==> config.mk <==
export PLATFORM = sky130hd
export DESIGN_NAME = ranger_top
export DESIGN_NICKNAME = d
export VERILOG_FILES = /design/src/uart_pkg.sv /design/src/ranging_pkg.sv /design/src/uart_rx.sv /design/src/uart_tx.sv /design/src/burst_gen.sv /design/src/echo_timer.sv /design/src/hex_dump.sv /design/src/ranger_top.sv
export SDC_FILE = /design/constraint.sdc
export NUM_CORES = 1
export LEC_CHECK = 0
export ABC_AREA = 1
export BUFFER_PORTS_ARGS = -buffer_cell sky130_fd_sc_hd__buf_4
export CORE_MARGIN = 4
export CORE_UTILIZATION = 47
export DETAILED_ROUTE_END_ITERATION = 12
export GPL_ROUTABILITY_DRIVEN = 0
export PLACE_DENSITY = 0.67
export SETUP_SLACK_MARGIN = 0.5
export SLEW_MARGIN = 25
export SYNTH_ARGS = -nofsm -noshare
export SYNTH_HDL_FRONTEND = slang
export SYNTH_SLANG_ARGS = --single-unit
==> constraint.sdc <==
create_clock -name clk -period 2.6 [get_ports clk]
set_input_delay 0.26 -clock clk [delete_from_list [all_inputs] [get_ports clk]]
set_output_delay 0.26 -clock clk [all_outputs]
set_load 0.05 [all_outputs]
==> src/uart_pkg.sv <==
package uart_pkg;

    // character framing is 8N1, so only the data width is a constant here.
    localparam int data_bits = 8;

    // a single start command kicks off one measurement run.
    localparam logic [7:0] cmd_start = 8'h73;

    // line terminators sent after the hex digits.
    localparam logic [7:0] ascii_cr = 8'h0d;
    localparam logic [7:0] ascii_lf = 8'h0a;

    // bases for the hex digit conversion, upper case letters.
    localparam logic [7:0] ascii_zero = 8'h30;
    localparam logic [7:0] ascii_upper_a = 8'h41;

endpackage

==> src/ranging_pkg.sv <==
package ranging_pkg;

    // width of the accumulated first-echo offsets over one run.
    localparam int result_w = 24;

    // one hex character per nibble of the result.
    localparam int hex_digits = result_w / 4;

    // window position and ping index counters.
    // a window longer than 65535 cycles would need a wider counter.
    localparam int count_w = 16;

endpackage

==> src/uart_rx.sv <==
module uart_rx #(
    parameter int clk_per_bit = 16
) (
    input  logic       clk,
    input  logic       rst,
    input  logic       rx,
    output logic [7:0] data,
    output logic       stb,
    output logic       frame_err
);
    import uart_pkg::*;

    localparam int cnt_w = $clog2(clk_per_bit);
    localparam int bit_w = $clog2(data_bits);

    typedef enum logic [1:0] {
        st_idle,
        st_start,
        st_data,
        st_stop
    } state_t;

    state_t state;
    logic rx_s1;
    logic rx_s2;
    logic [cnt_w-1:0] cnt;
    logic [bit_w-1:0] bit_cnt;
    logic half_bit;
    logic full_bit;

    assign half_bit = (cnt == cnt_w'(clk_per_bit / 2 - 1));
    assign full_bit = (cnt == cnt_w'(clk_per_bit - 1));

    always_ff @(posedge clk) begin
        if (rst) begin
            rx_s1 <= 1'b1;
            rx_s2 <= 1'b1;
            state <= st_idle;
            cnt <= '0;
            bit_cnt <= '0;
            stb <= 1'b0;
            frame_err <= 1'b0;
        end else begin
            rx_s1 <= rx;
            rx_s2 <= rx_s1;
            stb <= 1'b0;
            frame_err <= 1'b0;
            case (state)
                st_idle: begin
                    cnt <= '0;
                    if (!rx_s2) begin
                        state <= st_start;
                    end
                end
                st_start: begin
                    // a low level that does not last to mid-bit is a glitch.
                    if (half_bit) begin
                        cnt <= '0;
                        bit_cnt <= '0;
                        state <= rx_s2 ? st_idle : st_data;
                    end else begin
                        cnt <= cnt + 1'b1;
                    end
                end
                st_data: begin
                    if (full_bit) begin
                        cnt <= '0;
                        if (bit_cnt == bit_w'(data_bits - 1)) begin
                            state <= st_stop;
                        end else begin
                            bit_cnt <= bit_cnt + 1'b1;
                        end
                    end else begin
                        cnt <= cnt + 1'b1;
                    end
                end
                default: begin
                    if (full_bit) begin
                        state <= st_idle;
                        stb <= rx_s2;
                        frame_err <= !rx_s2;
                    end else begin
                        cnt <= cnt + 1'b1;
                    end
                end
            endcase
        end
    end

    // bits arrive LSB first, so shift in from the top.
    always_ff @(posedge clk) begin
        if (state == st_data && full_bit) begin
            data <= {rx_s2, data[7:1]};
        end
    end

    a_stb_err_excl: assert property (@(posedge clk) disable iff (rst) !(stb && frame_err));

endmodule

==> src/uart_tx.sv <==
module uart_tx #(
    parameter int clk_per_bit = 16
) (
    input  logic       clk,
    input  logic       rst,
    input  logic       start,
    input  logic [7:0] data,
    output logic       tx,
    output logic       busy
);
    import uart_pkg::*;

    localparam int cnt_w = $clog2(clk_per_bit);
    localparam int bit_w = $clog2(data_bits + 2);

    logic [cnt_w-1:0] cnt;
    logic [bit_w-1:0] bit_cnt;
    logic [data_bits:0] shreg;
    logic bit_end;

    assign bit_end = busy && (cnt == cnt_w'(clk_per_bit - 1));

    // bit_cnt counts the bits already on the line: start, data, then stop.
    always_ff @(posedge clk) begin
        if (rst) begin
            tx <= 1'b1;
            busy <= 1'b0;
            cnt <= '0;
            bit_cnt <= '0;
        end else if (!busy) begin
            if (start) begin
                tx <= 1'b0;
                busy <= 1'b1;
                cnt <= '0;
                bit_cnt <= '0;
            end
        end else if (bit_end) begin
            cnt <= '0;
            if (bit_cnt == bit_w'(data_bits + 1)) begin
                busy <= 1'b0;
            end else begin
                tx <= shreg[0];
                bit_cnt <= bit_cnt + 1'b1;
            end
        end else begin
            cnt <= cnt + 1'b1;
        end
    end

    // the stop bit sits above the data and ones fill in behind it.
    always_ff @(posedge clk) begin
        if (start && !busy) begin
            shreg <= {1'b1, data};
        end else if (bit_end) begin
            shreg <= {1'b1, shreg[data_bits:1]};
        end
    end

    a_no_start_busy: assert property (@(posedge clk) disable iff (rst) start |-> !busy);

endmodule

==> src/burst_gen.sv <==
module burst_gen #(
    parameter int burst_len = 8
) (
    input  logic clk,
    input  logic rst,
    input  logic ping_stb,
    output logic burst_out,
    output logic blank
);

    localparam int cnt_w = $clog2(burst_len + 1);

    logic [cnt_w-1:0] cnt;

    assign burst_out = (cnt != '0);

    // blank is computed from the next count so it tracks burst_out exactly
    // while coming straight from a flop.
    always_ff @(posedge clk) begin
        if (rst) begin
            cnt <= '0;
            blank <= 1'b0;
        end else if (ping_stb) begin
            cnt <= cnt_w'(burst_len);
            blank <= 1'b1;
        end else if (cnt != '0) begin
            cnt <= cnt - 1'b1;
            blank <= (cnt != cnt_w'(1));
        end else begin
            blank <= 1'b0;
        end
    end

    a_no_ping_in_burst: assert property (
        @(posedge clk) disable iff (rst) ping_stb |-> !burst_out
    );

endmodule

==> src/echo_timer.sv <==
module echo_timer #(
    parameter int ping_period = 256,
    parameter int ping_count  = 4
) (
    input  logic                              clk,
    input  logic                              rst,
    input  logic [7:0]                        rx_data,
    input  logic                              rx_stb,
    input  logic                              echo,
    input  logic                              blank,
    output logic                              ping_stb,
    output logic                              busy,
    output logic                              done,
    output logic [ranging_pkg::result_w-1:0] result
);
    import uart_pkg::*;
    import ranging_pkg::*;

    logic [count_w-1:0] win_cnt;
    logic [count_w-1:0] ping_cnt;
    logic [count_w-1:0] first_off;
    logic hit;
    logic [result_w-1:0] sum;
    logic [result_w-1:0] add;
    logic echo_s1;
    logic echo_s2;
    logic echo_s3;
    logic blank_d1;
    logic blank_d2;
    logic rise;
    logic win_end;
    logic start_cmd;

    // blank is delayed by the same two stages as the echo so both line up.
    always_ff @(posedge clk) begin
        if (rst) begin
            echo_s1 <= 1'b0;
            echo_s2 <= 1'b0;
            echo_s3 <= 1'b0;
            blank_d1 <= 1'b0;
            blank_d2 <= 1'b0;
        end else begin
            echo_s1 <= echo;
            echo_s2 <= echo_s1;
            echo_s3 <= echo_s2;
            blank_d1 <= blank;
            blank_d2 <= blank_d1;
        end
    end

    assign rise = echo_s2 && !echo_s3 && !blank_d2;
    assign win_end = busy && (win_cnt == count_w'(ping_period - 1));
    assign start_cmd = rx_stb && (rx_data == cmd_start) && !busy;
    assign add = hit ? result_w'(first_off) : '0;
    assign result = sum;

    always_ff @(posedge clk) begin
        if (rst) begin
            busy <= 1'b0;
            ping_stb <= 1'b0;
            done <= 1'b0;
            win_cnt <= '0;
            ping_cnt <= '0;
            hit <= 1'b0;
            sum <= '0;
        end else begin
            ping_stb <= 1'b0;
            done <= 1'b0;
            if (start_cmd) begin
                busy <= 1'b1;
                ping_stb <= 1'b1;
                win_cnt <= '0;
                ping_cnt <= '0;
                hit <= 1'b0;
                sum <= '0;
            end else if (win_end) begin
                // the finished window is folded into the sum as the next one opens.
                sum <= sum + add;
                hit <= 1'b0;
                win_cnt <= '0;
                if (ping_cnt == count_w'(ping_count - 1)) begin
                    busy <= 1'b0;
                    done <= 1'b1;
                end else begin
                    ping_cnt <= ping_cnt + 1'b1;
                    ping_stb <= 1'b1;
                end
            end else if (busy) begin
                win_cnt <= win_cnt + 1'b1;
                if (rise) begin
                    hit <= 1'b1;
                end
            end
        end
    end

    always_ff @(posedge clk) begin
        if (busy && !win_end && rise && !hit) begin
            first_off <= win_cnt;
        end
    end

    a_win_in_range: assert property (
        @(posedge clk) disable iff (rst) win_cnt < count_w'(ping_period)
    );

endmodule

==> src/hex_dump.sv <==
module hex_dump #(
    parameter int clk_per_bit = 16
) (
    input  logic                              clk,
    input  logic                              rst,
    input  logic                              done,
    input  logic [ranging_pkg::result_w-1:0] result,
    output logic                              tx
);
    import uart_pkg::*;
    import ranging_pkg::*;

    localparam int idx_w = $clog2(hex_digits + 2);

    logic [result_w-1:0] val;
    logic [idx_w-1:0] idx;
    logic active;
    logic tx_busy;
    logic tx_start;
    logic [3:0] nib;
    logic [7:0] tx_char;

    // uart_tx raises busy one cycle after start, so no extra guard is needed.
    assign tx_start = active && !tx_busy;
    assign nib = val[result_w-1 -: 4];

    always_comb begin
        if (idx < idx_w'(hex_digits)) begin
            if (nib < 4'd10) begin
                tx_char = ascii_zero + {4'h0, nib};
            end else begin
                tx_char = ascii_upper_a + {4'h0, nib} - 8'd10;
            end
        end else if (idx == idx_w'(hex_digits)) begin
            tx_char = ascii_cr;
        end else begin
            tx_char = ascii_lf;
        end
    end

    always_ff @(posedge clk) begin
        if (rst) begin
            active <= 1'b0;
            idx <= '0;
        end else if (done) begin
            active <= 1'b1;
            idx <= '0;
        end else if (tx_start) begin
            if (idx == idx_w'(hex_digits + 1)) begin
                active <= 1'b0;
            end else begin
                idx <= idx + 1'b1;
            end
        end
    end

    // the top nibble always holds the next digit to send.
    always_ff @(posedge clk) begin
        if (done) begin
            val <= result;
        end else if (tx_start) begin
            val <= val << 4;
        end
    end

    uart_tx #(
        .clk_per_bit(clk_per_bit)
    ) u_tx (
        .clk(clk),
        .rst(rst),
        .start(tx_start),
        .data(tx_char),
        .tx(tx),
        .busy(tx_busy)
    );

    a_no_done_in_dump: assert property (
        @(posedge clk) disable iff (rst) done |-> !(active || tx_busy)
    );

endmodule

==> src/ranger_top.sv <==
module ranger_top #(
    parameter int clk_per_bit = 16,
    parameter int ping_period = 256,
    parameter int ping_count  = 4,
    parameter int burst_len   = 8
) (
    input  logic clk,
    input  logic rst,
    input  logic rx,
    input  logic echo,
    output logic tx,
    output logic burst_out,
    output logic busy
);

    logic [7:0] rx_data;
    logic rx_stb;
    logic ping_stb;
    logic blank;
    logic done;
    logic [ranging_pkg::result_w-1:0] result;

    // framing errors simply drop the character, so the strobe is left open.
    uart_rx #(
        .clk_per_bit(clk_per_bit)
    ) u_rx (
        .clk(clk),
        .rst(rst),
        .rx(rx),
        .data(rx_data),
        .stb(rx_stb),
        .frame_err()
    );

    echo_timer #(
        .ping_period(ping_period),
        .ping_count(ping_count)
    ) u_timer (
        .clk(clk),
        .rst(rst),
        .rx_data(rx_data),
        .rx_stb(rx_stb),
        .echo(echo),
        .blank(blank),
        .ping_stb(ping_stb),
        .busy(busy),
        .done(done),
        .result(result)
    );

    burst_gen #(
        .burst_len(burst_len)
    ) u_burst (
        .clk(clk),
        .rst(rst),
        .ping_stb(ping_stb),
        .burst_out(burst_out),
        .blank(blank)
    );

    hex_dump #(
        .clk_per_bit(clk_per_bit)
    ) u_dump (
        .clk(clk),
        .rst(rst),
        .done(done),
        .result(result),
        .tx(tx)
    );

endmodule

Word-level counts from Yosys, hierarchy flattened --
Index checks and enable logic that the tools add are counted.
Storage, ports and cells: register bits 152, output and inout port bits 3, word-level logic and storage cells 164
Operators by class: add/subtract/negate cells 12, order comparisons 2, equal/unequal tests 21, muxes and demuxes 51, bitwise logic cells 4, reductions and logical operators 43
Operators with widths (count):
- 2-to-1 mux 24 bit | 2
- 2-to-1 mux 4 bit | 11
- adder 16 x 1 -> 16 bit, second input constant | 2
- 2-to-1 mux 8 bit | 4
- adder 24 bit | 1
- 2-to-1 mux 1 bit | 20
- == test 16 x 2 -> 1 bit, second input constant | 1
- == test 16 x 8 -> 1 bit, second input constant | 1
- 2-to-1 mux 16 bit | 1
- nonzero test 2 bit | 8
- adder 4 x 1 -> 4 bit, second input constant | 3
- == test 4 bit, second input constant | 3
- logical AND 1 bit | 12
- 2-to-1 mux 2 bit | 6
- 2-to-1 mux 3 bit | 4
- one-hot mux 4 bit (3 select lines) | 1
- AND reduction 2 bit | 5
- == test 3 bit, second input constant | 3
- adder 7 x 4 -> 8 bit, first input constant | 1
- == test 8 x 7 -> 1 bit, second input constant | 1
- != test 2 x 1 -> 1 bit, second input constant | 4
- subtractor 8 x 4 -> 8 bit, second input constant | 1
- adder 6 x 4 -> 7 bit, first input constant | 1
- adder 3 x 1 -> 3 bit, second input constant | 2
- 22 further kinds | 35

Longest topological paths before layout --
depth in word-level cells 6, mapped depth 17, gate-level depth less buffers 15

Modules after synthesis --
A second synthesis with hierarchy kept.
Unflattened totals: cell total of the unflattened synthesis 1149, area, all modules 8488.1 sq um
By module, submodules not included:
- echo_timer | times used 1, cells each 732, area an instance 4904.7 sq um
- hex_dump | times used 1, cells each 163, area an instance 1415.1 sq um
- uart_rx | times used 1, cells each 108, area an instance 984.7 sq um
- uart_tx | times used 1, cells each 108, area an instance 879.6 sq um
- burst_gen | times used 1, cells each 38, area an instance 304.0 sq um

Least setup slack after synthesis --
Ideal clock, no wire load.
kind register to register, start register u_timer.busy, end register u_timer.first_off[0] (enable), data arrival time 2.117 ns, data required time 2.191 ns, setup slack 0.074 ns, stages on the path, launching flop included 3, buffers on the path 0, clock period less this slack 2.526 ns, cell sequence dfxtp_1 > nand3_1 > nor3_1
On the way: word-level cells in the longest chain between the ends 5
Ends and longest elaborated chain:
- start, declared | line echo_timer.sv:12 | output logic busy,
- start signal, assigned | line echo_timer.sv:59 | busy <= 1'b0;
- start signal, assigned | line echo_timer.sv:70 | busy <= 1'b1;
- start signal, assigned | line echo_timer.sv:82 | busy <= 1'b0;
- logical AND 1 bit | line echo_timer.sv:52 | assign win_end = busy && (win_cnt == count_w'(ping_period - 1));
- logical NOT 1 bit | line echo_timer.sv:98 | if (busy && !win_end && rise && !hit) begin
- logical AND 1 bit (*) (3 in series) | line echo_timer.sv:98
- end signal, assigned | line echo_timer.sv:99 | first_off <= win_cnt;
- end, declared | line echo_timer.sv:21 | logic [count_w-1:0] first_off;
Mark *: on every way between the ends. The rest lies on a longest branch, timed or not. A chain may end at the register's enable or synchronous reset.

Final worst setup path --
start register u_timer.hit, end register u_timer.sum[16] (netlist: u_timer.result[16])
On the way: word-level cells in the longest chain between the ends 2
Ends and longest elaborated chain:
- start, declared | line echo_timer.sv:22 | logic hit;
- start signal, assigned | line echo_timer.sv:64 | hit <= 1'b0;
- start signal, assigned | line echo_timer.sv:74 | hit <= 1'b0;
- start signal, assigned | line echo_timer.sv:79 | hit <= 1'b0;
- 2-to-1 mux 16 bit | line echo_timer.sv:54 | assign add = hit ? result_w'(first_off) : '0;
- adder 24 bit | line echo_timer.sv:78 | sum <= sum + add;
- end signal, assigned | line echo_timer.sv:78
- end, declared | line echo_timer.sv:23 | logic [result_w-1:0] sum;
Every way passes these cells.

==> metrics.cfg <==
[global_route]
grt_pass1_wl_um = 27600
grt_max_degree = 29
grt-ovfl-total = 0
first_global_vias = 5849
antenna_found_initial = 0
grt_use_total = 0.184

[critical_path]
worstPathMaxFanout = 4
path_buf_inv = 3
crit_required_ps = 2910
slowest_stage = dfxtp_2
endpoint_kind = flop
path_cells = nand2_1 > inv_1 > ha_2 > inv_1 > fa_2 > inv_1 > nand3_1 > nand3_2 > nand2_1 > nand2_2 > nand2_1 > nand2_2 > nand3_1 > nand2_1 > nor2_1
path_delay_family = simple AND/OR/NAND/NOR gates
crit_path_max_incr_delay_ps = 360
path_common_cell = nand2_1
critPathArrivalTime_ps = 2340
cp-start-kind = flop
path_class = flop to flop

[run_status]
status = completed

[place]
dp.final_hpwl_um = 11700
io_buffers = 6
dpl_cell_area_um2 = 8130

[cts]
ctsLongestPathBuffers = 2
insertion_delay_ps = 420
cts_tree = built
cts_sinks = 152
cts-root-buf = clkbuf_16
cts_hold_buf = 0
cts-htree-levels = 4
cts_buffers = 17
path_clk_slew_ps = 60

[cells_and_area]
multi_input_comb_area_um2 = 3590
diodes = 0
fillers = 1508
regArea_um2 = 3600
final_area_um2 = 8790
drive_gt1_frac = 0.0947
final_cell_mix = 244 x nand2_1, 151 x inv_1, 108 x nor2_1, 95 x dfxtp_1, 74 x a21oi_1
nNetsFinal = 1079
layout_commonest_cell = nand2_1
area_delta_synth_final_pct = 12.4

[detailed_routing]
wl_um = 16300
avgViaCountPerCell = 5.00
dr_total_vias = 6355
drt_iter0_drc = 550
first_pass_iters = 6
drc = 0
wl_per_cell_um = 12.8
final_antenna_net_count = 0

[die]
start_util = 0.485
rows = 46
die_x_um = 137
io_pins = 7
dieArea_um2 = 18800
fp.dieH_um = 137
core-area_um2 = 16100

[timing]
whs_ps = 34.1
hold_viol = 0
post-route-period-util = 0.779
clock.fmax_mhz = 494
worst_clock_skew_ps = 10.9
slew_violations = 0
min_period_ps = 2030
tns_ps = 0
setup_viol = 0
rsz0062_at_grt = true
slew_headroom = 0.546
worst_pin_slew_ps = 678

[synthesis]
synthArstFlopShare = 0
ys_types = 41
postSynthCellCount = 1024
synthTopCellsByArea = dfxtp_1 25%, edfxtp_1 22%, nand2_1 12%
yosysWarnings = 0
synth_nets = 1060
synth_top_area_share = 0.246
ys_seq_elements = 152
synthFlopType = dfxtp_1
seq_area_frac_synth = 0.461
synth_edf_count = 56
syn-cell-area_um2 = 7820
avgSynthCellArea_um2 = 7.64
yosysTopAreaCell = dfxtp_1

[min_path]
worstHoldPathType = primary input to flop

[power_and_ir_drop]
power.total_mw = 5.39
leakage_nw = 3.73
ir_drop_uv = 589
powerDensity_nw_per_um2 = 613

[job]
maxCapViolCount = 0

registers in the layout, indices dropped and copies added, names as in the netlist, 2 cells and up:
signal and count:
u_dump.val 24, u_rx.state 2, u_dump.u_tx.bit_cnt 4, u_timer.win_cnt 16
u_rx.bit_cnt 3, u_timer.ping_cnt 16, u_rx.data 8, u_timer.result 24
u_timer.first_off 16, u_dump.u_tx.shreg 8, u_dump.idx 3, u_burst.cnt 4
u_dump.u_tx.cnt 4, u_rx.cnt 4
path summary, 6_finish.rpt:
check                            startpoint            endpoint  slack [ps]  depth (start not counted)
worst max-delay path            u_timer.hit  u_timer.result[16]         570                         15
worst min register to register   u_rx.rx_s1          u_rx.rx_s2         400                          1
worst max register to register  u_timer.hit  u_timer.result[16]         570                         15
worst min-delay path                     rx          u_rx.rx_s1          30                          2
power by group:
part	internal, mW	switching (mW)	total (mW)
clock	1.47	0.994	2.46
combinational	0.130	0.245	0.375
sequential	2.51	0.0396	2.55
total	4.11	1.28	5.39
cells by family (layout without fill, tap and decap cells):
family,count (synthesis),count (layout),share of synthesized area
AOI/OAI and AO/OA,149,149,0.100
xor gates and xnor gates,26,26,0.0291
buffers and inverters,178,210,0.0872
DFF,152,152,0.461
and+or+nand+nor,487,487,0.270
adders and majority gates,32,32,0.0522
cell usage after synthesis (all sizes together) (8+ instances only):
master    n
buf       8
a21oi    76
nor2    118
o21ai    58
nand3    55
clkbuf    9
nor3     33
xor2     19
dfxtp    96
inv     160
ha       31
nand2   253
edfxtp   56
nand4    10
layer usage:
| layer | global-route usage | part of all wire | vias up |
|---|---|---|---|
| met4 | 0.0599 | 0.017 | 0 |
| met5 | 0 | 0 | - |
| li1 | - | - | 3347 |
| met3 | 0.0408 | 0.040 | 26 |
| met2 | 0.284 | 0.45 | 133 |
| met1 | 0.256 | 0.49 | 2849 |
cell type report:
cell class / instances / share of cell area
Sequential cell: 152 / 0.410
Multi-Input combinational cell: 694 / 0.408
Inverter: 161 / 0.0688
Clock buffer: 19 / 0.0515
Tap cell: 216 / 0.0307
Clock inverter: 13 / 0.0159
Timing Repair Buffer: 17 / 0.0149
per-stage QoR:
step           cells  setup WS (ps)   util
2_1_floorplan   1024            542      -
3_3_place_gp    1238            468  0.505
3_5_place_dp    1238            427  0.505
4_1_cts         1270            504  0.542
5_1_grt         1272            388  0.545
6_report        1272            575  0.545
timing repair:
| item | in CTS | in global routing |
|---|---|---|
| gates cloned | 0 | 0 |
| resized for setup | 2 | 15 |
| setup buffers | 0 | 2 |
| setup endpoints to repair | 2 | 31 |
Note: power is estimated with default switching activity, not from simulation.
